## src/hw/student_pkg.sv

```systemverilog
`default_nettype none

package student_pkg;

  // Peripheral bus
  parameter int BUS_ADDR_W = 8;  // Bits 7..6 slot, bits 5..2 word
  parameter int BUS_DATA_W = 32;

  typedef logic [BUS_ADDR_W-1:0] bus_addr_t;
  typedef logic [BUS_DATA_W-1:0] bus_data_t;

  // Audio path
  parameter int SAMPLE_W  = 16;  // Codec sample
  parameter int FIR_OUT_W = 24;  // Filter result and DAC word
  parameter int COEF_FRAC = 15;  // Q15 coefficients

  typedef logic signed [SAMPLE_W-1:0]  sample_t;
  typedef logic signed [FIR_OUT_W-1:0] fir_out_t;

  // Bus decoder FSM
  typedef enum logic {
    MUX_IDLE,  // Ready for a new request
    MUX_RESP   // Device access and response pending
  } mux_state_e;

endpackage

`default_nettype wire

```

## src/hw/student_tlul_mux.sv

```systemverilog
`timescale 1ns/10ps
`default_nettype none

module student_tlul_mux #(
  parameter int NUM_DEV = 2
) (
  input  logic                   clk_i,
  input  logic                   rst_n_i,
  // Host side
  input  logic                   a_valid_i,
  input  logic                   a_write_i,
  input  student_pkg::bus_addr_t a_addr_i,
  input  student_pkg::bus_data_t a_wdata_i,
  output logic                   a_ready_o,
  output logic                   d_valid_o,
  output student_pkg::bus_data_t d_rdata_o,
  output logic                   d_error_o,
  input  logic                   d_ready_i,
  // Device side
  output logic [NUM_DEV-1:0]     dev_req_o,
  output logic                   dev_write_o,
  output logic [3:0]             dev_word_o,
  output student_pkg::bus_data_t dev_wdata_o,
  input  student_pkg::bus_data_t dev_rdata_i [NUM_DEV]
);

  localparam int AW = student_pkg::BUS_ADDR_W;

  student_pkg::mux_state_e state_q;
  logic                    accept;
  logic [1:0]              slot;
  logic [1:0]              slot_q;
  logic                    pend_q;  // Device read data arrives next cycle
  logic                    d_valid_q;
  logic                    d_error_q;
  student_pkg::bus_data_t  d_rdata_q;
  student_pkg::bus_data_t  sel_rdata;
  logic                    sel_hit;

  assign a_ready_o = (state_q == student_pkg::MUX_IDLE);
  assign accept    = a_valid_i & a_ready_o;
  assign slot      = a_addr_i[AW-1 -: 2];

  // Shared request fields, qualified by the per-device strobe
  assign dev_write_o = a_write_i;
  assign dev_word_o  = a_addr_i[5:2];
  assign dev_wdata_o = a_wdata_i;

  always_comb begin
    for (int i = 0; i < NUM_DEV; i++) begin
      dev_req_o[i] = accept && (slot == 2'(i));
    end
  end

  // Read data of the registered slot, zero for an unused slot
  always_comb begin
    sel_hit   = 1'b0;
    sel_rdata = '0;
    for (int i = 0; i < NUM_DEV; i++) begin
      if (slot_q == 2'(i)) begin
        sel_hit   = 1'b1;
        sel_rdata = dev_rdata_i[i];
      end
    end
  end

  always_ff @(posedge clk_i or negedge rst_n_i) begin
    if (!rst_n_i) begin
      state_q   <= student_pkg::MUX_IDLE;
      slot_q    <= '0;
      pend_q    <= 1'b0;
      d_valid_q <= 1'b0;
      d_error_q <= 1'b0;
    end else begin
      case (state_q)
        student_pkg::MUX_IDLE: begin
          if (accept) begin
            state_q <= student_pkg::MUX_RESP;
            slot_q  <= slot;
            pend_q  <= 1'b1;
          end
        end
        student_pkg::MUX_RESP: begin
          if (pend_q) begin
            pend_q    <= 1'b0;
            d_valid_q <= 1'b1;
            d_error_q <= !sel_hit;
          end else if (d_ready_i) begin  // Host takes the response
            d_valid_q <= 1'b0;
            d_error_q <= 1'b0;
            state_q   <= student_pkg::MUX_IDLE;
          end
        end
        default: state_q <= student_pkg::MUX_IDLE;
      endcase
    end
  end

  always_ff @(posedge clk_i) begin
    if (state_q == student_pkg::MUX_RESP && pend_q) begin
      d_rdata_q <= sel_rdata;  // Held until the next transaction
    end
  end

  assign d_valid_o = d_valid_q;
  assign d_error_o = d_error_q;
  assign d_rdata_o = d_rdata_q;

endmodule

`default_nettype wire

```

## config.mk

```make
export PLATFORM = sky130hd
export DESIGN_NAME = student_tlul_mux
export DESIGN_NICKNAME = d
export VERILOG_FILES = /design/src/hw/student_pkg.sv /design/src/hw/student_tlul_mux.sv
export SDC_FILE = /design/constraint.sdc
export NUM_CORES = 1
export LEC_CHECK = 0
export BUFFER_PORTS_ARGS = -buffer_cell sky130_fd_sc_hd__buf_2
export CAP_MARGIN = 25
export CORE_MARGIN = 2
export CORE_UTILIZATION = 37
export CTS_CLUSTER_DIAMETER = 150
export CTS_CLUSTER_SIZE = 28
export DETAILED_ROUTE_END_ITERATION = 10
export GPL_TIMING_DRIVEN = 0
export HOLD_SLACK_MARGIN = 0.02
export PLACE_DENSITY_LB_ADDON = 0.05
export SETUP_SLACK_MARGIN = 0.3
export SLEW_MARGIN = 30
export SYNTH_ARGS = -nofsm -noshare
export SYNTH_HDL_FRONTEND = slang
export SYNTH_SLANG_ARGS = --single-unit
export TNS_END_PERCENT = 10
```

## constraint.sdc

```tcl
create_clock -name clk_i -period 2 [get_ports clk_i]
set_clock_uncertainty 0.05 [all_clocks]
set_input_delay 0.3 -clock clk_i [delete_from_list [all_inputs] [get_ports clk_i]]
set_output_delay 0.3 -clock clk_i [all_outputs]
set_load 0.03 [all_outputs]
```

# After elaboration in Yosys (flattened, before gate mapping)
# Index checks and enable logic that the tools add are counted.
[totals]
reg_bits = 38
in_bits = 109
output_inout_bits = 74
[classes]
n_eq_ne = 3
n_mux = 13
n_bitwise = 2
n_reduce_logical = 9
[op_table]
columns = ["operator", "count"]
rows = [
  ["32-bit two-way mux", 2],
  ["1-bit two-way mux", 9],
  ["2-bit by 1-bit equality test with 1-bit output, second input constant", 2],
  ["2-bit zero test", 2],
  ["1-bit case mux with 2 select lines", 2],
  ["2-bit AND reduction", 2],
  ["1-bit logical AND", 3],
  ["2-bit by 1-bit inequality test with 1-bit output, second input constant", 1],
  ["2-bit nonzero test", 1],
  ["1-bit bitwise AND", 1],
  ["1-bit zero test", 1],
  ["1-bit inverter", 1],
]

# Logic depth before layout (Yosys ltp)
# Gate-level depths: netlist of the first run.
[logic_depth]
depth_word = 5
mapped_depth = 4

# Worst setup path before layout of the first run
# No wires, ideal clock.
[synth_path]
path_kind = "register to register"
from = "reg state_q"
to = "reg d_rdata_q[0], in the netlist d_rdata_o[0], enable pin"
arrival_time_ns = 1.236
setup_slack_ns = 0.320
path_stages_with_launch = 2
path_buffers = 0
period_less_slack_ns = 1.680
cell_sequence = "dfrtp_1 -> and2_1"
[synth_between]
elab_chain_cells = 1
[synth_lines]
columns = ["element", "line", "source"]
rows = [
  ["start: declaration", "student_tlul_mux.sv:29", "student_pkg::mux_state_e state_q;"],
  ["start signal: assignment", "student_tlul_mux.sv:69", "state_q <= student_pkg::MUX_IDLE;"],
  ["start signal: assignment", "student_tlul_mux.sv:78", "state_q <= student_pkg::MUX_RESP;"],
  ["start signal: assignment", "student_tlul_mux.sv:91", "state_q <= student_pkg::MUX_IDLE;"],
  ["1-bit logical AND", "student_tlul_mux.sv:100", "if (state_q == student_pkg::MUX_RESP && pend_q) begin"],
  ["end signal: assignment", "student_tlul_mux.sv:101", "d_rdata_q <= sel_rdata;"],
  ["end: declaration", "student_tlul_mux.sv:36", "student_pkg::bus_data_t d_rdata_q;"],
]
# Every way passes these cells.
# A chain may end at the register's enable or synchronous reset.

# Worst setup path in the final report of the first run
[layout_path]
from = "reg state_q"
to = "out dev_req_o[1]"
[layout_between]
elab_chain_cells = 3
[layout_lines]
columns = ["element", "line", "source"]
rows = [
  ["1-bit inverter (no source line)", "n/a", ""],
  ["1-bit bitwise AND", "student_tlul_mux.sv:41", "assign accept = a_valid_i & a_ready_o;"],
  ["1-bit logical AND", "student_tlul_mux.sv:51", "dev_req_o[i] = accept && (slot == 2'(i));"],
  ["end: declaration", "student_tlul_mux.sv:20", "output logic [NUM_DEV-1:0] dev_req_o,"],
]
# Every way passes these cells.

==> flow_summary.ini, run 1 <==
[outcome]
status = completed

[detailed_routing]
detailroute.wirelength.met3_um = 380
post_drt_via_cell_ratio = 4.234
top_layer_used = met4
count_of_vias_placed_by_the_detailed_router = 1630
drt_iter0_drc = 94
first_pass_iters = 4
drt.antenna.violating_nets = 0
drc = 0
wl_met1_um = 1777
wl_met2_um = 2345
drt-wirelength-per-cell_um = 11.82
routed_wirelength_um = 4550

[power]
power_switching_mw = 1.526
irDropWorstVdd_uv = 687.7
internal_power_mw = 2.291
sw_frac_of_total_pct = 39.98
total_leakage_power_nw = 1.531
power_frac_clock_pct = 12.6
seq_power_share_pct = 34.8
total_power_mw = 3.817
combPwrFrac_pct = 52.5
power.density_mw_per_mm2 = 1292

[hold_path]
worstHoldPathType = input port to register
holdPathStages = 2

[flow_run]
maxCapViolCount = 0

[worst_setup_path]
timing.critical_path.depth = 3
crit_arrival_ns = 1.27
critical_path_buf_inv_count = 1
required_ns = 1.65
worst_path_dominant_cell_family = flip-flops
timing.critical_path.from_type = register
path_cells = nand2b_4 -> nor3b_1 -> buf_4
reg2reg_slack_ns = 0.64
worstPathMaxFanout = 6
worst_r2r_path_depth = 2
critical_path.slowest_cell = sky130_fd_sc_hd__dfrtp_2
end_kind = primary output
type_of_the_setup_path_with_the_least_slack = register to primary output
cpPeakStageDelay_ns = 0.44

[global_routing]
via_count_of_the_first_global_routing_pass = 1527
grt.total_usage_pct = 14.48
grt_first_pass_wirelength_um = 7217
grt_max_degree = 22
global_route.overflow_total = 0
initial_antenna_violation_count = 0

[sta]
maxSlewHeadroom_pct = 70.42
hold_viol = 0
max_freq_mhz = 615.8
worst_slew_pin_tran_ns = 0.4437
rsz0062_at_grt = false
period_share_pct = 81.19
finalSetupViolCount = 0
period_minus_slack_ns = 1.624
maxSlewViolCount = 0

[synthesis]
synthesis.instances = 162
synth.largest_area_cell = sky130_fd_sc_hd__edfxtp_1
synth_largest_type_area_fraction_pct = 47.38
synth.ff_latch_count = 38
post_synth_main_area_contributors = sky130_fd_sc_hd__edfxtp_1, sky130_fd_sc_hd__mux2i_1, sky130_fd_sc_hd__buf_4, sky130_fd_sc_hd__dfrtp_1, sky130_fd_sc_hd__nor2_1
syn-mean-instance-area_um2 = 12.52
netlist_area_mm2 = 0.002028
netlist-cell-type-count = 20
syn-num-nets = 271
seq_area_frac_synth_pct = 54.78
synth.yosys.warnings = 0

[layout]
most_frequent_cells_in_the_layout = sky130_fd_sc_hd__buf_2, sky130_fd_sc_hd__buf_4, sky130_fd_sc_hd__nor2_1
area.growth.synth_to_final_pct = 45.65
finish.utilization_pct = 56.75
antenna-diode-count = 0
final_non_filler_cells = 385
finalNetCount = 423
post_route_cells_drive_above_1_share_pct = 62.54
layout_commonest_cell = sky130_fd_sc_hd__buf_2
fillerInstances = 466

[die]
die_x_um = 78.04
initial_utilization_pct = 38.97
die_height_um = 78.04
ios = 183
fp-row-count = 26
die_area_mm2 = 0.006089
fp.coreArea_mm2 = 0.005205

[clock_network]
worst_setup_hold_path_clk_slew_ns = 0.07
clock_sink_count = 38
setup_bufs_post_cts = 0
tritoncts.num_buffers = 5
cts_max_level = 2
clock_latency_ns = 0.27
clock-root-buffer = sky130_fd_sc_hd__clkbuf_8
max-clock-path-buffers = 2
tritoncts = yes

[place]
placedCellCount = 376
portBuffers = 143
gp_routability_congestion = 0.7341
placed_wire_length_estimate_after_detailed_placement_um = 3706
[cell usage after synthesis]
cell type and instances:
sky130_fd_sc_hd__nor2_1 34, sky130_fd_sc_hd__dfrtp_1 6, sky130_fd_sc_hd__nand2_1 1, sky130_fd_sc_hd__nand2b_4 1
sky130_fd_sc_hd__mux2i_1 32, sky130_fd_sc_hd__a21o_1 1, sky130_fd_sc_hd__a22o_1 1, sky130_fd_sc_hd__nor3b_1 1
sky130_fd_sc_hd__mux2_4 2, sky130_fd_sc_hd__buf_6 1, sky130_fd_sc_hd__edfxtp_1 32, sky130_fd_sc_hd__buf_12 3
sky130_fd_sc_hd__buf_2 2, sky130_fd_sc_hd__clkbuf_1 2, sky130_fd_sc_hd__buf_4 37, sky130_fd_sc_hd__inv_1 1
sky130_fd_sc_hd__and2_1 1, sky130_fd_sc_hd__o21ai_0 2, sky130_fd_sc_hd__nor3_1 1, sky130_fd_sc_hd__nor2b_1 1
[state kept, by name, summed over array words and instances, names as in the netlist]
signal and flops:
d_rdata_o 32, pend_q 1, slot_q 2, d_valid_o 1, d_error_o 1, state_q 1
[power groups by stage]
stage,Combinational [mW],Clock [mW],Sequential [mW]
finish,2.01,0.482,1.33
global route,2.17,0.534,1.36
CTS,2.05,0.499,1.33
detailed placement,2.04,0,1.34
global placement,1.98,0,1.35
floorplan,1.05,0,1.79
[metrics by stage]
stage / setup WS, ns / TNS [ns] / hold WS, ns / cell area (um^2)
5_1_grt: 0.2830 / 0 / 0.2324 / 2954
2_1_floorplan: 0.3198 / 0 / -0.04559 / 2028
6_report: 0.3761 / 0 / 0.2338 / 2954
3_5_place_dp: 0.5924 / 0 / 0.07806 / 2860
4_1_cts: 0.3524 / 0 / 0.2252 / 2950
3_3_place_gp: -0.07350 / -2.315 / 0.08133 / 2831
[path summary, 6_finish.rpt]
kind / startpoint / endpoint
worst max-delay path: state_q$_DFF_PN0_ / dev_req_o[1]
worst min-delay path: a_addr_i[6] / slot_q[0]$_DFFE_PN0P_
worst max register to register: state_q$_DFF_PN0_ / d_rdata_o[14]$_DFFE_PP_
worst min register to register: d_valid_o$_DFFE_PN0P_ / d_valid_o$_DFFE_PN0P_
max in group asynchronous: rst_n_i / state_q$_DFF_PN0_
min in group asynchronous: rst_n_i / d_valid_o$_DFFE_PN0P_
[cell type report]
class | count | area [um^2] | share of cell area (%)
Multi-Input combinational cell | 78 | 548.0 | 18.55
Tap cell | 70 | 87.58 | 2.965
Timing Repair Buffer | 145 | 755.7 | 25.58
Buffer | 45 | 366.6 | 12.41
Inverter | 1 | 3.754 | 0.1271
Clock buffer | 8 | 80.08 | 2.711
Sequential cell | 38 | 1112 | 37.65
[metal layers]
layer,global-route usage [%],vias up
met5,0,-
met4,3.333,0
met3,3.563,5
met2,25.26,80
met1,18.19,728
li1,-,817
[kinds of logic after synthesis]
| family | share of synthesized area [%] |
|---|---|
| buffers and inverters | 18.26 |
| and+or+nand+nor | 8.390 |
| DFF | 54.78 |
| AOI/OAI and AO/OA | 1.296 |
| muxes | 17.27 |
[timing repair]
action                     4_1_cts  5_1_grt
setup endpoints to repair        0        2
gates resized for setup          0        2
hold endpoints to repair         6        0
hold buffers                     1        0
(Power assumes the default switching activity.)
==> inputs of run 2 (changes only) <==
Clock period 2 ns to 1.6 ns, I/O delays scaled along.
==> run 2 against run 1 <==
Against the previous run:
- final cell count increased by 1.3%
- hold slack lost 0.053 ns
- clock-buffer cell count is 3 lower
- combinational power is 30% higher
- register-to-register slack worse by 0.44 ns
- via count rose by 2.7%
- final area grew 3.2%
- sequential cell count stayed put
- total power grew 37%
- sequential share of layout area is 1.2 points lower
- clock power rose by 95%
- critical endpoint unchanged
- highest routed layer unchanged
==> flow_summary.ini, run 2 (synthesis gave the netlist of run 1 again) <==
[layout]
post_route_cells_drive_above_1_share_pct = 64.38
largest_register_ffs = 32
ff_latch_area_mm2 = 0.001111
area.growth.synth_to_final_pct = 50.34
finalNetCount = 428
layout_commonest_cell = sky130_fd_sc_hd__buf_2
antenna-diode-count = 0
most_frequent_cells_in_the_layout = sky130_fd_sc_hd__buf_2, sky130_fd_sc_hd__buf_4, sky130_fd_sc_hd__nor2_1
multi_input_area_um2 = 566.8
fillerInstances = 481

[worst_setup_path]
required_ns = 1.31
worstPathMaxFanout = 3
type_of_the_setup_path_with_the_least_slack = register to primary output
worst_r2r_path_depth = 4
worstReg2RegStart = state_q$_DFF_PN0_
reg2reg_slack_ns = 0.20
timing.rr.end = d_error_o$_DFFE_PN0P_
crit_arrival_ns = 1.16
timing.critical_path.from_type = register
end_kind = primary output

[sta]
maxSlewHeadroom_pct = 69.88
worst_slew_pin_tran_ns = 0.4518
period_share_pct = 90.73
rsz0062_at_grt = true
period_minus_slack_ns = 1.452
max_freq_mhz = 688.8
fin_tns_setup_ns = 0
post-route-worst-setup-slack_ns = 0.1483
finalSetupViolCount = 0
maxSlewViolCount = 0
hold_viol = 0

[clock_network]
worst_setup_hold_path_clk_slew_ns = 0.07
clock_latency_ns = 0.28
cts_max_level = 2
max-clock-path-buffers = 2
clock_sink_count = 38
tritoncts = yes
tritoncts.num_buffers = 5
clock-root-buffer = sky130_fd_sc_hd__clkbuf_8

[global_routing]
grt.total_usage_pct = 16.02
grt_max_degree = 18
grt_first_pass_wirelength_um = 7486
global_route.overflow_total = 0
via_count_of_the_first_global_routing_pass = 1639
initial_antenna_violation_count = 0

[power]
power.density_mw_per_mm2 = 1709
total_leakage_power_nw = 1.579
irDropWorstVdd_uv = 1130

[flow_run]
maxCapViolCount = 0

[detailed_routing]
top_layer_used = met4
drt_iter0_drc = 55
wl_met1_um = 1800
detailroute.wirelength.met3_um = 500
post_drt_via_cell_ratio = 4.292
routed_wirelength_um = 4993
wl_met2_um = 2603
count_of_vias_placed_by_the_detailed_router = 1674
first_pass_iters = 4
drt.antenna.violating_nets = 0
drc = 0
drt-wirelength-per-cell_um = 12.80

[hold_path]
worstHoldPathType = input port to register
holdPathStages = 2
hold_wc_startpoint = a_addr_i[6]
worst_hold_path.endpoint = slot_q[0]$_DFFE_PN0P_

[die]
die_height_um = 78.04
ios = 183
fp.coreArea_mm2 = 0.005205
fp-row-count = 26
die_area_mm2 = 0.006089
die_x_um = 78.04
initial_utilization_pct = 38.97

[place]
portBuffers = 143
gp_routability_congestion = 0.7892
dp_slack_ns = 0.2902
placed_wire_length_estimate_after_detailed_placement_um = 3863

[outcome]
status = completed
==> run 2: per-layer routing <==
layer,global-route usage (%),up-vias
met5,0,-
met4,6.491,0
met3,6.437,9
met2,28.10,93
met1,17.16,740
li1,-,832
==> run 2: repair_timing <==
| item | CTS | global route |
|---|---|---|
| resized for setup | 2 | 6 |
| pin swaps | 1 | 0 |
| hold buffers | 1 | 0 |
| setup endpoints to repair | 36 | 39 |
| gates cloned | 1 | 0 |
| setup buffers | 2 | 3 |
| hold endpoints to repair | 6 | 0 |
==> run 2: where the power goes <==
group	leakage, nW	switching (mW)	internal, mW
Clock	0.0658	0.323	0.617
Sequential	0.375	0.0898	1.56
Combinational	1.14	1.58	1.04
Total	1.58	1.99	3.22
==> run 2: final cells by class <==
class | instances | area share [%]
well taps | 70 | 2.872
inverters | 1 | 0.2052
flip-flops and latches | 38 | 36.44
multi-input cells | 79 | 18.59
repair buffers | 149 | 25.52
plain buffers | 45 | 12.02
clock inverters | 3 | 2.093
clock buffers | 5 | 2.257
==> run 2: worst max path at each step <==
stage / startpoint / end / slack [ns] / depth (start not counted)
after floorplan: state_q$_DFF_PN0_ / dev_req_o[1] / 0.27 / 2
after global placement: state_q$_DFF_PN0_ / d_rdata_o[14]$_DFFE_PP_ / 0.29 / 1
after detailed placement: state_q$_DFF_PN0_ / d_rdata_o[14]$_DFFE_PP_ / 0.29 / 1
after CTS: state_q$_DFF_PN0_ / dev_req_o[1] / 0.13 / 3
after global routing: state_q$_DFF_PN0_ / dev_req_o[1] / 0.09 / 3
final: state_q$_DFF_PN0_ / dev_req_o[1] / 0.15 / 3
==> run 2: worst max-delay path: stages, from the launching register on <==
cell                       delay [ns]
sky130_fd_sc_hd__dfrtp_1         0.39
sky130_fd_sc_hd__nand2b_4        0.16
sky130_fd_sc_hd__nor3b_2         0.15
sky130_fd_sc_hd__buf_4           0.18
==> run 2: through the flow <==
| stage | cell area (um^2) | std cells | util, % | total power, mW | hold slack [ns] |
|---|---|---|---|---|---|
| 5_1_grt | 3049 | 390 | 58.58 | 5.502 | 0.1697 |
| 2_1_floorplan | 2041 | 162 | - | 3.562 | -0.1056 |
| 3_3_place_gp | 2844 | 375 | 54.64 | 4.165 | 0.02087 |
| 4_1_cts | 3014 | 387 | 57.91 | 5.205 | 0.1695 |
| 3_5_place_dp | 2844 | 375 | 54.64 | 4.191 | 0.02361 |
| 6_report | 3049 | 390 | 58.58 | 5.211 | 0.1808 |
