--- src/hw/student_pkg.sv ---
`default_nettype none

package student_pkg;

  // Peripheral bus
  parameter int BUS_ADDR_W = 8;  // Bits 7..6 slot, bits 5..2 word
  parameter int BUS_DATA_W = 32;

  typedef logic [BUS_ADDR_W-1:0] bus_addr_t;
  typedef logic [BUS_DATA_W-1:0] bus_data_t;

  // Audio path
  parameter int SAMPLE_W  = 16;  // Codec sample
  parameter int FIR_OUT_W = 24;  // Filter result and DAC word
  parameter int COEF_FRAC = 15;  // Q15 coefficients

  typedef logic signed [SAMPLE_W-1:0]  sample_t;
  typedef logic signed [FIR_OUT_W-1:0] fir_out_t;

  // Bus decoder FSM
  typedef enum logic {
    MUX_IDLE,  // Ready for a new request
    MUX_RESP   // Device access and response pending
  } mux_state_e;

endpackage

`default_nettype wire

--- src/hw/student_iis_handler.sv ---
`timescale 1ns/10ps
`default_nettype none

module student_iis_handler #(
  parameter int BCLK_DIV = 4  // clk_i cycles per bclk half period
) (
  input  logic                   clk_i,
  input  logic                   rst_n_i,
  // Bus
  input  logic                   req_i,
  input  logic                   write_i,
  input  logic [3:0]             word_i,
  input  student_pkg::bus_data_t wdata_i,
  output student_pkg::bus_data_t rdata_o,
  // Codec
  output logic                   mclk_o,
  output logic                   bclk_o,
  output logic                   lrclk_o,
  input  logic                   adc_sdata_i,
  output logic                   dac_sdata_o,
  // Audio
  output student_pkg::sample_t   adc_sample_o,
  output logic                   adc_valid_o,
  input  student_pkg::fir_out_t  fir_y_i,
  input  logic                   fir_valid_i
);

  localparam int SW    = student_pkg::SAMPLE_W;
  localparam int OW    = student_pkg::FIR_OUT_W;
  localparam int DW    = student_pkg::BUS_DATA_W;
  localparam int DIV_W = (BCLK_DIV > 1) ? $clog2(BCLK_DIV) : 1;

  logic                   en_q;
  logic                   mclk_q;
  logic                   bclk_q;
  logic                   dac_q;
  logic                   adc_valid_q;
  logic [DIV_W-1:0]       div_q;
  logic [5:0]             cnt_q;  // Bit slot in frame, MSB selects channel
  logic [5:0]             cnt_nxt;
  logic [4:0]             bit_idx;
  logic [4:0]             bit_nxt;
  logic                   tick;
  logic                   rise;
  logic                   fall;
  student_pkg::bus_data_t frame_q;
  student_pkg::bus_data_t rdata_q;
  student_pkg::sample_t   adc_sample_q;
  logic [SW-1:0]          adc_shift_q;
  student_pkg::fir_out_t  fir_q;
  logic [OW-1:0]          dac_shift_q;

  assign tick    = en_q && (div_q == DIV_W'(BCLK_DIV - 1));
  assign rise    = tick && !bclk_q;
  assign fall    = tick && bclk_q;
  assign cnt_nxt = cnt_q + 6'd1;
  assign bit_idx = cnt_q[4:0];
  assign bit_nxt = cnt_nxt[4:0];

  always_ff @(posedge clk_i or negedge rst_n_i) begin
    if (!rst_n_i) begin
      en_q         <= 1'b0;
      mclk_q       <= 1'b0;
      bclk_q       <= 1'b0;
      div_q        <= '0;
      cnt_q        <= '0;
      dac_q        <= 1'b0;
      adc_valid_q  <= 1'b0;
      frame_q      <= '0;
      adc_sample_q <= '0;
      fir_q        <= '0;
    end else begin
      adc_valid_q <= 1'b0;
      if (fir_valid_i) begin
        fir_q <= fir_y_i;  // Sent in the next right channel
      end
      if (!en_q) begin
        mclk_q <= 1'b0;
        bclk_q <= 1'b0;
        div_q  <= '0;
        cnt_q  <= '0;
        dac_q  <= 1'b0;
      end else begin
        mclk_q <= ~mclk_q;
        div_q  <= tick ? '0 : div_q + 1'b1;
        if (rise) begin
          bclk_q <= 1'b1;
          if (!cnt_q[5] && bit_idx == 5'(SW)) begin  // Left LSB
            adc_sample_q <= {adc_shift_q[SW-2:0], adc_sdata_i};
            adc_valid_q  <= 1'b1;
          end
        end
        if (fall) begin
          bclk_q <= 1'b0;
          cnt_q  <= cnt_nxt;
          if (cnt_q == '1) begin
            frame_q <= frame_q + 1'b1;
          end
          if (cnt_nxt[5] && bit_nxt >= 5'd1 && bit_nxt <= 5'(OW)) begin
            dac_q <= dac_shift_q[OW-1];
          end else begin
            dac_q <= 1'b0;  // Left channel and idle bits
          end
        end
      end
      if (req_i && write_i && word_i == 4'd0) begin
        en_q <= wdata_i[0];
      end
    end
  end

  // Shift registers and read data
  always_ff @(posedge clk_i) begin
    if (rise && bit_idx >= 5'd1 && bit_idx <= 5'(SW)) begin
      adc_shift_q <= {adc_shift_q[SW-2:0], adc_sdata_i};
    end
    if (fall) begin
      if (cnt_nxt == 6'd32) begin
        dac_shift_q <= fir_q;  // Right channel starts
      end else if (cnt_nxt[5] && bit_nxt >= 5'd1 && bit_nxt <= 5'(OW)) begin
        dac_shift_q <= dac_shift_q << 1;
      end
    end
    if (req_i) begin
      case (word_i)
        4'd0:    rdata_q <= {{(DW-1){1'b0}}, en_q};
        4'd1:    rdata_q <= {{(DW-SW){adc_sample_q[SW-1]}}, adc_sample_q};
        4'd2:    rdata_q <= frame_q;
        default: rdata_q <= '0;
      endcase
    end
  end

  assign mclk_o       = mclk_q;
  assign bclk_o       = bclk_q;
  assign lrclk_o      = cnt_q[5];  // Low for left
  assign dac_sdata_o  = dac_q;
  assign adc_sample_o = adc_sample_q;
  assign adc_valid_o  = adc_valid_q;
  assign rdata_o      = rdata_q;

endmodule

`default_nettype wire

--- config.mk ---
export PLATFORM = sky130hd
export DESIGN_NAME = student_iis_handler
export DESIGN_NICKNAME = d
export VERILOG_FILES = /design/src/hw/student_pkg.sv /design/src/hw/student_iis_handler.sv
export SDC_FILE = /design/constraint.sdc
export NUM_CORES = 1
export LEC_CHECK = 0
export BUFFER_PORTS_ARGS = -buffer_cell sky130_fd_sc_hd__buf_4
export CORE_ASPECT_RATIO = 0.75
export CORE_MARGIN = 2
export CORE_UTILIZATION = 41
export DETAILED_ROUTE_END_ITERATION = 8
export GPL_ROUTABILITY_DRIVEN = 0
export PLACE_DENSITY = 0.61
export RECOVER_POWER = 100
export SLEW_MARGIN = 20
export SYNTH_ARGS = -nofsm -noshare
export SYNTH_HDL_FRONTEND = slang
export SYNTH_SLANG_ARGS = --single-unit
export TNS_END_PERCENT = 50
--- constraint.sdc ---
create_clock -name clk_i -period 3.6 [get_ports clk_i]
set_input_delay 0.54 -clock clk_i [delete_from_list [all_inputs] [get_ports clk_i]]
set_output_delay 0.54 -clock clk_i [all_outputs]
set_load 0.01 [all_outputs]
======== After elaboration in Yosys (flattened, before gate mapping) ========
Cells that the tools add are included.
word-level totals
  word-level logic and storage cells ...... 63
  register bits after elaboration ......... 156
  input port bits ......................... 66
  output and inout bits ................... 53
operators by class
  mux-type cells .......................... 17
  bitwise logic cells ..................... 1
  reductions and logical operators ........ 17
  $add $sub $neg .......................... 3
  eq/ne operators ......................... 8
  order comparisons ....................... 4
operators by type and width
  operator                                                                              number
  32-bit case mux with 3 select lines                                                   1
  24-bit 2-to-1 mux                                                                     2
  32-bit by 1-bit adder with 32-bit output (second input constant)                      1
  6-bit == test (second input constant)                                                 2
  6-bit 2-to-1 mux                                                                      2
  5-bit by 1-bit greater-or-equal comparator with 1-bit output (second input constant)  2
  5-bit <= comparator (second input constant)                                           2
  1-bit logical AND                                                                     10
  1-bit 2-to-1 mux                                                                      10
  6-bit by 1-bit adder with 6-bit output (second input constant)                        1
  3-bit AND reduction                                                                   2
  5-bit == test (second input constant)                                                 1
  4-bit by 1-bit == test with 1-bit output (second input constant)                      1
  4-bit by 2-bit == test with 1-bit output (second input constant)                      1
  4-bit logical NOT                                                                     1
  2-bit 2-to-1 mux                                                                      2
  3-bit by 1-bit inequality test with 1-bit output (second input constant)              1
  2-bit by 1-bit adder with 2-bit output (second input constant)                        1
  2-bit == test (second input constant)                                                 1
  1-bit logical NOT                                                                     2
  2-bit by 1-bit inequality test with 1-bit output (second input constant)              1
  2-bit AND reduction                                                                   1
  2-bit nonzero test                                                                    1
  1-bit inverter                                                                        1

======== Longest topological paths before layout ========
Gate-level depths: netlist of run 1.
  depth in word-level cells ............... 7
  mapped depth ............................ 7
  gate-level depth less buffers ........... 6

======== Worst setup path before layout of run 1 ========
No wires, ideal clock.
  path kind ............................... reg-to-reg
  start point ............................. reg cnt_q[0]
  end point ............................... reg dac_shift_q[0] (enable)
  cell stages (with the launch flop) ...... 7
  required time ........................... 3161 ps
  path buffers ............................ 1
  clock period less this slack ............ 3579 ps
  setup time .............................. 439 ps
  arrival ................................. 3141 ps
  slack ................................... 21 ps
  cell sequence ........................... dfrtp_1 ha_1 nor4_1 nand2b_1 nand3_4 buf_6 o21ai_0
between the ends
  word-level cells in the longest chain between the ends .. 6
  elaborated cells on any way between the ends .. 8
  classes of those cells .................. add/sub: 1; order compare: 2; eq/ne: 1; reduce/logical: 4
ends and longest elaborated chain
  item                                                          line                        text
  from (decl)                                                   student_iis_handler.sv:39   logic [5:0] cnt_q;
  from (signal assigned)                                        student_iis_handler.sv:95   cnt_q <= cnt_nxt;
  6-bit by 1-bit adder with 6-bit output (*)                    student_iis_handler.sv:56   assign cnt_nxt = cnt_q + 6'd1;
  5-bit by 1-bit greater-or-equal comparator with 1-bit output  student_iis_handler.sv:120  end else if (cnt_nxt[5] && bit_nxt >= 5'd1 && bit_nxt <= 5'(OW)) begin
  1-bit logical AND (2 in a row)                                student_iis_handler.sv:120
  2-bit nonzero test (no line) (*)                              -
  2-bit AND reduction (no line) (*)                             -
  to (signal assigned)                                          student_iis_handler.sv:119  dac_shift_q <= fir_q;
  to (signal assigned)                                          student_iis_handler.sv:121  dac_shift_q <= dac_shift_q << 1;
  to (decl)                                                     student_iis_handler.sv:51   logic [OW-1:0] dac_shift_q;
Mark *: on every way between the ends. The rest lies on a longest branch, timed or not.
A chain may end at the register's enable or synchronous reset.

======== Worst setup path after layout of run 1 ========
  start point ............................. reg cnt_q[0]
  end point ............................... reg dac_shift_q[14] (enable)
Same word-level chain as after synthesis.

==> results of run 1 <==
placed cells by master, fill, tap and decap left out, types with 10 or more instances in the layout:
| master | synthesis | final |
|---|---|---|
| dfrtp_1 | 85 | 85 |
| edfxtp_1 | 71 | 71 |
| clkbuf_1 | 10 | 59 |
| nand2_1 | 50 | 50 |
| mux2_2 | 46 | 46 |
| buf_4 | 4 | 30 |
| xnor2_1 | 29 | 29 |
| mux2_1 | 0 | 18 |
| nand3_1 | 18 | 18 |
| clkbuf_16 | 0 | 17 |
| a22o_1 | 14 | 14 |
| nand4_1 | 12 | 12 |
| nor3_1 | 8 | 10 |
power by group through the flow:
stage | sequential [mW] | clock, mW | combinational (mW)
after floorplan | 1.98 | 0 | 0.0524
after global placement | 1.98 | 0 | 0.155
after detailed placement | 1.98 | 0 | 0.158
after CTS | 1.94 | 1.80 | 0.159
after global routing | 1.95 | 1.89 | 0.152
final | 1.94 | 1.76 | 0.135
worst paths after layout:
| path | end | depth (start not counted) |
|---|---|---|
| min in group asynchronous | frame_q[5] | 1 |
| max in group asynchronous | cnt_q[0] | 2 |
| min | adc_shift_q[0] | 1 |
| max reg2reg | dac_shift_q[14] | 6 |
| max | dac_shift_q[14] | 6 |
| min reg2reg | adc_shift_q[11] | 0 |
cell families (layout without fill, tap and decap cells):
group                    count (synthesis)  in the layout  synth area share
AND/OR/NAND/NOR                        133            133            0.1095
flip-flops                             156            156            0.6480
adder cells (fa/ha/maj)                  6              6           0.01142
buffers and inverters                   29            133           0.02494
multiplexers                            65             65            0.1215
AO/OA/AOI/OAI                           30             30           0.03427
XOR/XNOR                                37             37           0.05045
worst register-to-register path, cell delays in order (launching register included):
cell      delay, ns
dfrtp_1        0.52
ha_1           0.33
nor4_1         0.32
nand2b_1       0.21
nand3_4        0.31
o21ai_0        0.26
clkbuf_2       0.52
registers in the layout (all words and copies together), names as in the netlist, 2 cells and up:
| register | flops |
|---|---|
| cnt_q | 6 |
| adc_shift_q | 15 |
| dac_shift_q | 24 |
| rdata_o | 32 |
| adc_sample_o | 16 |
| div_q | 2 |
| frame_q | 32 |
| fir_q | 24 |
routing by layer:
metal | vias to the layer above | track usage | wire length (µm)
met3 | 15 | 0.03880 | 664
met5 | - | 0 | 0
met4 | 0 | 0.05849 | 177
li1 | 1846 | - | -
met2 | 106 | 0.2143 | 5282
met1 | 1910 | 0.2214 | 5863
cell type report:
class	count	area (µm²)
fillers	1461	8184
flip-flops and latches	156	4259
multi-input cells	271	2068
repair buffers	93	471.7
clock buffers	18	439.2
well taps	210	262.8
clock inverters	14	150.1
inverters	8	30.03
==> summary.md, run 1 <==
| Metric | Value |
|---|---|
| Status | `finished with violations` |
| Failing checks | `capacitance limit, slew limit` |
| Pwr dens | `499.0 mW/mm²` |
| Final Cell Area | `0.007681 mm²` |
| Comb power frac | `0.035` |
| Vias in the first global route | `3,677` |
| EDFF count, synth | `71` |
| Syn_area_per_cell | `14.41 µm²` |
| Most numerous cell in the Yosys netlist | `dfrtp_1` |
| Largest net degree at the start of global routing | `73` |
| CP startpoint kind | `flop` |
| Worst setup path category | `reg2reg` |
| Required @ worst endpoint | `3.65 ns` |
| Dominant synthesized flop cell | `dfrtp_1` |
| Crit-path slowest cell | `dfrtp_1` |
| Top Ports | `119` |
| Post-synth top area share | `0.3244` |
| Syn_nets | `528` |
| Largest cells by area after synthesis | `edfxtp_1, dfrtp_1, mux2_2` |
| FF+latch count, synth | `156` |
| Share of layout cells above drive strength 1 | `0.2143` |
| Buf/Inv on CP | `1` |
| Cell taking the most area after synthesis | `edfxtp_1` |
| Cell Area, Placed | `0.007406 mm²` |
| Asr flop ratio synth | `0.5449` |
| Number of CTS-inserted buffers | `17` |
| Final WL | `11.99 mm` |
| GRT overflow | `0` |
| Global-route wire length before repair | `19.59 mm` |
| Sequential area share after synthesis | `0.6480` |
| Worst hold path type | `in2reg` |
| DR DRC count | `0` |
| CTS Hold Bufs | `0` |
| Setup TNS Final | `0 ns` |
| Crit path max-delay family | `simple AND/OR/NAND/NOR gates` |
| CTS Sinks | `156` |
| Setup ws final | `0.7558 ns` |
| Switching fraction of total power | `0.2254` |
| Initial Util | `0.4143` |
| Fin crit share | `0.7900` |
| DP Cell Count | `738` |
| Fin. Hold Viols | `0` |
| Register share of total power | `0.507` |
| CP endpoint kind | `flop` |
| Antenna viol nets, final | `0` |
| Antenna violations before repair | `0` |
| Fmax | `351.6 MHz` |
| Nets | `619` |
| H-tree depth | `4` |
| Synth Cell Area | `0.006573 mm²` |
| Antenna diode count | `0` |
| Resized cells post-CTS | `0` |
| Cells along the critical path | `ha_1, nor4_1, nand2b_1, nand3_4, o21ai_0, clkbuf_2` |
| Max-slew violations | `107` |
| WHS | `0.3260 ns` |
| Clock buffer depth | `2` |
| CTS Root Cell | `clkbuf_16` |
| Peak VDD IR | `0.0003156 V` |
| Clk pin slew, worst setup/hold paths | `0.07 ns` |
| R2R Setup Slk | `0.76 ns` |
| Syn-to-layout area delta | `16.87%` |
| Ys Warns | `0` |
| Slew Limit Headroom | `-0.2400` |
| Int Power | `2.969 mW` |
| Routed WL per cell | `15.57 µm` |
| Skew final | `0.009698 ns` |
| DP HPWL | `7.724 mm` |
| Crit path from | `cnt_q[0]` |
| Die ar. | `0.01707 mm²` |
| Largest fanout on the critical path | `25` |
| Unique cell type count in the Yosys netlist | `46` |
| TritonRoute pass-1 iters | `4` |
| End-of-flow core utilization | `0.4841` |
| Initial DRC count | `285` |
| Post-synth top cells | `dfrtp_1, edfxtp_1, nand2_1, mux2_2, xnor2_1` |
| RSZ-0062 raised after global routing | `no` |
| Final cell count without fillers | `770` |
| Setup violators final | `0` |
| Data arrival, critical path | `2.90 ns` |
| Net Sw Power | `0.8639 mW` |
| Max Cap Viol | `2` |
| Clock group share of total power | `0.458` |
| RR Startpoint | `cnt_q[0]` |
| Slew @ Worst Pin | `1.860 ns` |
| Tmin final | `2.844 ns` |
| Die height | `113.7 µm` |
| Slowest cell delay on critical path | `0.52 ns` |
| Via count | `3,877` |
| Mapped Cells | `456` |
| Leakage power | `3.009 nW` |
| Horiz. Die Dim | `150.2 µm` |
| Core Area | `0.01587 mm²` |
| Via density | `5.035` |
| Setup Fix Bufs, Post-CTS | `0` |
| Clk_lat worst skew | `0.42 ns` |
| GRT Util Overall | `0.1506` |
| Port bufs | `87` |
| Hold Crit Start | `adc_sdata_i` |
| Dpl ws | `0.9047 ns` |
| CTS tree | `built` |
| Post-layout power | `3.833 mW` |
| Rows | `40` |
No activity file was read; power rests on OpenSTA's default activity.
==> run 2, diff against run 1 <==
ABC_AREA = 1   (was not set)
clock period = 2.3 ns   (was 3.6 ns; I/O delays follow)
==> summary.md, run 2 <==
| Metric | Value |
|---|---|
| Leakage power | `3.543 nW (+18%)` |
| Synth Area in Simple Gates | `0.2475 (+0.1380)` |
| Via count | `5,324 (+37%)` |
| Skew final | `0.007085 ns (-0.002613 ns)` |
| Synth Area in Compound Gates | `0.02902 (-0.005242)` |
| Final WL | `15.85 mm (+32%)` |
| Port bufs | `87 (unchanged)` |
| RR Endpoint | `dac_shift_q[1]` |
| Unique cell type count in the Yosys netlist | `33 (-28%)` |
| Setup violators final | `0 (unchanged)` |
| Slowest cell delay on critical path | `0.44 ns (-0.08 ns)` |
| Synth Area in Adders | `0.01068 (-0.0007383)` |
| Global-route wire length before repair | `26.14 mm (+33%)` |
| Clock buffer depth | `2 (unchanged)` |
| Dominant synthesized flop cell | `dfrtp_1` |
| Share of layout cells above drive strength 1 | `0.1352 (-0.07905)` |
| Largest cells by area after synthesis | `edfxtp_1, dfrtp_1, nand2_1` |
| Hold Crit Start | `adc_sdata_i` |
| Final cell count without fillers | `1,058 (+37%)` |
| Syn_nets | `799 (+51%)` |
| Most numerous cell in the Yosys netlist | `nand2_1` |
| Mux contribution to synthesized area | `0.03686 (-0.08460)` |
| R2R Setup Slk | `0.18 ns (-0.57 ns)` |
| Routed WL per cell | `14.98 µm (-3.7%)` |
| Sequential area share after synthesis | `0.6061 (-0.04189)` |
| Die ar. | `0.01821 mm² (+6.7%)` |
| Setup Fix Bufs, Post-CTS | `0 (unchanged)` |
| Max Cap Viol | `1 (-1)` |
| Max-slew violations | `34 (-68%)` |
| Nets | `902 (+46%)` |
| Required @ worst endpoint | `2.37 ns (-1.28 ns)` |
| Antenna violations before repair | `0 (unchanged)` |
| RR Startpoint | `cnt_q[1]` |
| Worst R2R Path Depth | `10 (+4)` |
| CTS tree | `built` |
| Cell taking the most area after synthesis | `edfxtp_1` |
| Cells along the critical path | `ha_1, nand3_1, clkbuf_1, nand2_1, nand2_1, nand2_1, nor2_1, nor2_1, nand2_1, o21ai_4` |
| Asr flop ratio synth | `0.5449 (unchanged)` |
| Die height | `117.4 µm (+3.3%)` |
| Ys Warns | `0 (unchanged)` |
| Data arrival, critical path | `2.19 ns (-0.71 ns)` |
| Commonest non-fill, non-tap cell in the layout | `nand2_1` |
| Slew Limit Headroom | `-0.2286 (+0.01134)` |
| DR DRC count | `0 (unchanged)` |
| Core Area | `0.01677 mm² (+5.7%)` |
| Fmax | `472.7 MHz (+34%)` |
| H-tree depth | `4 (unchanged)` |
| Largest fanout on the critical path | `12 (-52%)` |
| Peak VDD IR | `0.0004304 V (+36%)` |
| Most common cell on crit path | `nand2_1` |
| EDFF count, synth | `71 (unchanged)` |
| Seq. cell area | `0.004259 mm² (unchanged)` |
| Layout filler cell count | `1,569 (+7.4%)` |
| Clk_lat worst skew | `0.43 ns (about the same)` |
| CTS Root Cell | `clkbuf_16` |
| Xor/xnor share of the synthesized area | `0.01994 (-0.03050)` |
| Horiz. Die Dim | `155.2 µm (+3.3%)` |
| Post-synth top area share | `0.3034 (-0.02097)` |
| FF+latch count, synth | `156 (unchanged)` |
| Antenna diode count | `0 (unchanged)` |
| Slew @ Worst Pin | `1.843 ns (-0.01701 ns)` |
| Syn-to-layout area delta | `18.34%` |
| CTS Sinks | `156 (unchanged)` |
| Failing checks | `capacitance limit, slew limit` |
| Top Ports | `119 (unchanged)` |
| DP Cell Count | `1,024 (+39%)` |
| Main combinational cell family by area after synthesis | `simple AND/OR/NAND/NOR gates` |
| Pwr dens | `762.2 mW/mm² (+53%)` |
| CP endpoint kind | `flop` |
| Hold Path Stages | `1 (unchanged)` |
| Status | `finished with violations` |
| Most frequent cells in the layout | `nand2_1, dfrtp_1, edfxtp_1` |
| Vias in the first global route | `5,191 (+41%)` |
| Fin crit share | `0.9197 (+0.1296)` |
| Synth Cell Area | `0.007027 mm² (+6.9%)` |
| Syn_area_per_cell | `9.665 µm² (-33%)` |
| Number of CTS-inserted buffers | `17 (unchanged)` |
| GRT overflow | `0 (unchanged)` |
| DP HPWL | `11.03 mm (+43%)` |
| Initial Util | `0.4189 (+0.004611)` |
| Worst setup path category | `reg2reg` |
| Multi-input logic area | `0.002432 mm² (+18%)` |
| Fin. Hold Viols | `0 (unchanged)` |
| Mapped Cells | `727 (+59%)` |
| CP startpoint kind | `flop` |
| Rows | `41 (+2.5%)` |
| Largest net degree at the start of global routing | `39 (-47%)` |
| Worst hold path type | `in2reg` |
| Clk pin slew, worst setup/hold paths | `0.07 ns (about the same)` |
| Setup ws final | `0.1847 ns (-0.5711 ns)` |
| Via density | `5.032 (about the same)` |
| Antenna viol nets, final | `0 (unchanged)` |
| Initial DRC count | `397 (+39%)` |
| Tmin final | `2.115 ns (-0.7289 ns)` |
| TritonRoute pass-1 iters | `5 (+1)` |
| Crit-path slowest cell | `dfrtp_1` |
| GRT Util Overall | `0.1821 (+0.03151)` |
| Post-synth top cells | `nand2_1, dfrtp_1, edfxtp_1, inv_1, nor2_1` |
| Dpl ws | `0.07242 ns (-0.8322 ns)` |
| WHS Endpoint | `adc_shift_q[0]` |
run 2: final cells by class:
type	instances	share of cell area
Clock buffer	17	0.05116
Multi-Input combinational cell	491	0.2925
Clock inverter	15	0.01836
Tap cell	215	0.03235
Sequential cell	156	0.5122
Inverter	61	0.02754
Timing Repair Buffer	103	0.06590
run 2: per-stage QoR:
stage                       util  instance area [µm²]  total power [mW]  hold slack [ns]  setup TNS (ns)
after floorplan                -                 7038             3.412          0.04941               0
after global placement    0.4740                 7951             3.632           0.3340               0
after detailed placement  0.4740                 7951             3.656           0.3376               0
after CTS                 0.5091                 8539             6.419          0.08986               0
after global routing      0.4957                 8315             6.596           0.1070        -0.01225
final                     0.4957                 8315             6.338           0.1273               0
run 2: layer usage:
metal  part of all wire  wire length (µm)  GRT usage  vias up
li1                   -                 -          -     2599
met1               0.50              7877     0.2760     2553
met2               0.43              6864     0.2556      161
met3              0.061               966    0.04989       11
met4             0.0092               146    0.05093        0
met5                  0                 0          0        -
run 2: cells by family after synthesis:
family          after synthesis
compound gates               39
xor+xnor                     16
fa+ha+maj                     6
buf+inv                      81
flops                       156
mux                          23
simple gates                406
run 2: how the worst max path moves through the flow:
stage,start,to,slack (ns),depth (start not counted)
final,cnt_q[1],dac_shift_q[1],0.18,10
after global routing,cnt_q[1],dac_shift_q[6],-0.004,10
after global placement,cnt_q[1],dac_shift_q[8],0.15,7
after CTS,cnt_q[1],dac_shift_q[7],0.04,7
after detailed placement,cnt_q[1],dac_shift_q[4],0.07,7
after floorplan,cnt_q[0],dac_shift_q[0],0.16,7
run 2: power by group:
part | leakage [nW] | internal (mW) | switching [mW] | total (mW)
logic | 1.53 | 0.172 | 0.269 | 0.440
registers | 1.73 | 3.05 | 0.0751 | 3.13
clock network | 0.283 | 1.53 | 1.24 | 2.77
total | 3.54 | 4.76 | 1.58 | 6.34
run 2: critical path, delay by kind of cell, from the launching register on:
family | cells | cell delay (ns)
AND/OR/NAND/NOR | 7 | 0.65
flip-flops | 1 | 0.44
adder cells (fa/ha/maj) | 1 | 0.29
AO/OA/AOI/OAI | 1 | 0.23
buffers and inverters | 1 | 0.15
run 2: what timing repair did:
item	4_1_cts	5_1_grt
resized for setup	0	1
endpoints found under the setup margin	0	24
hold buffers	1	0
endpoints found under the hold margin	35	0
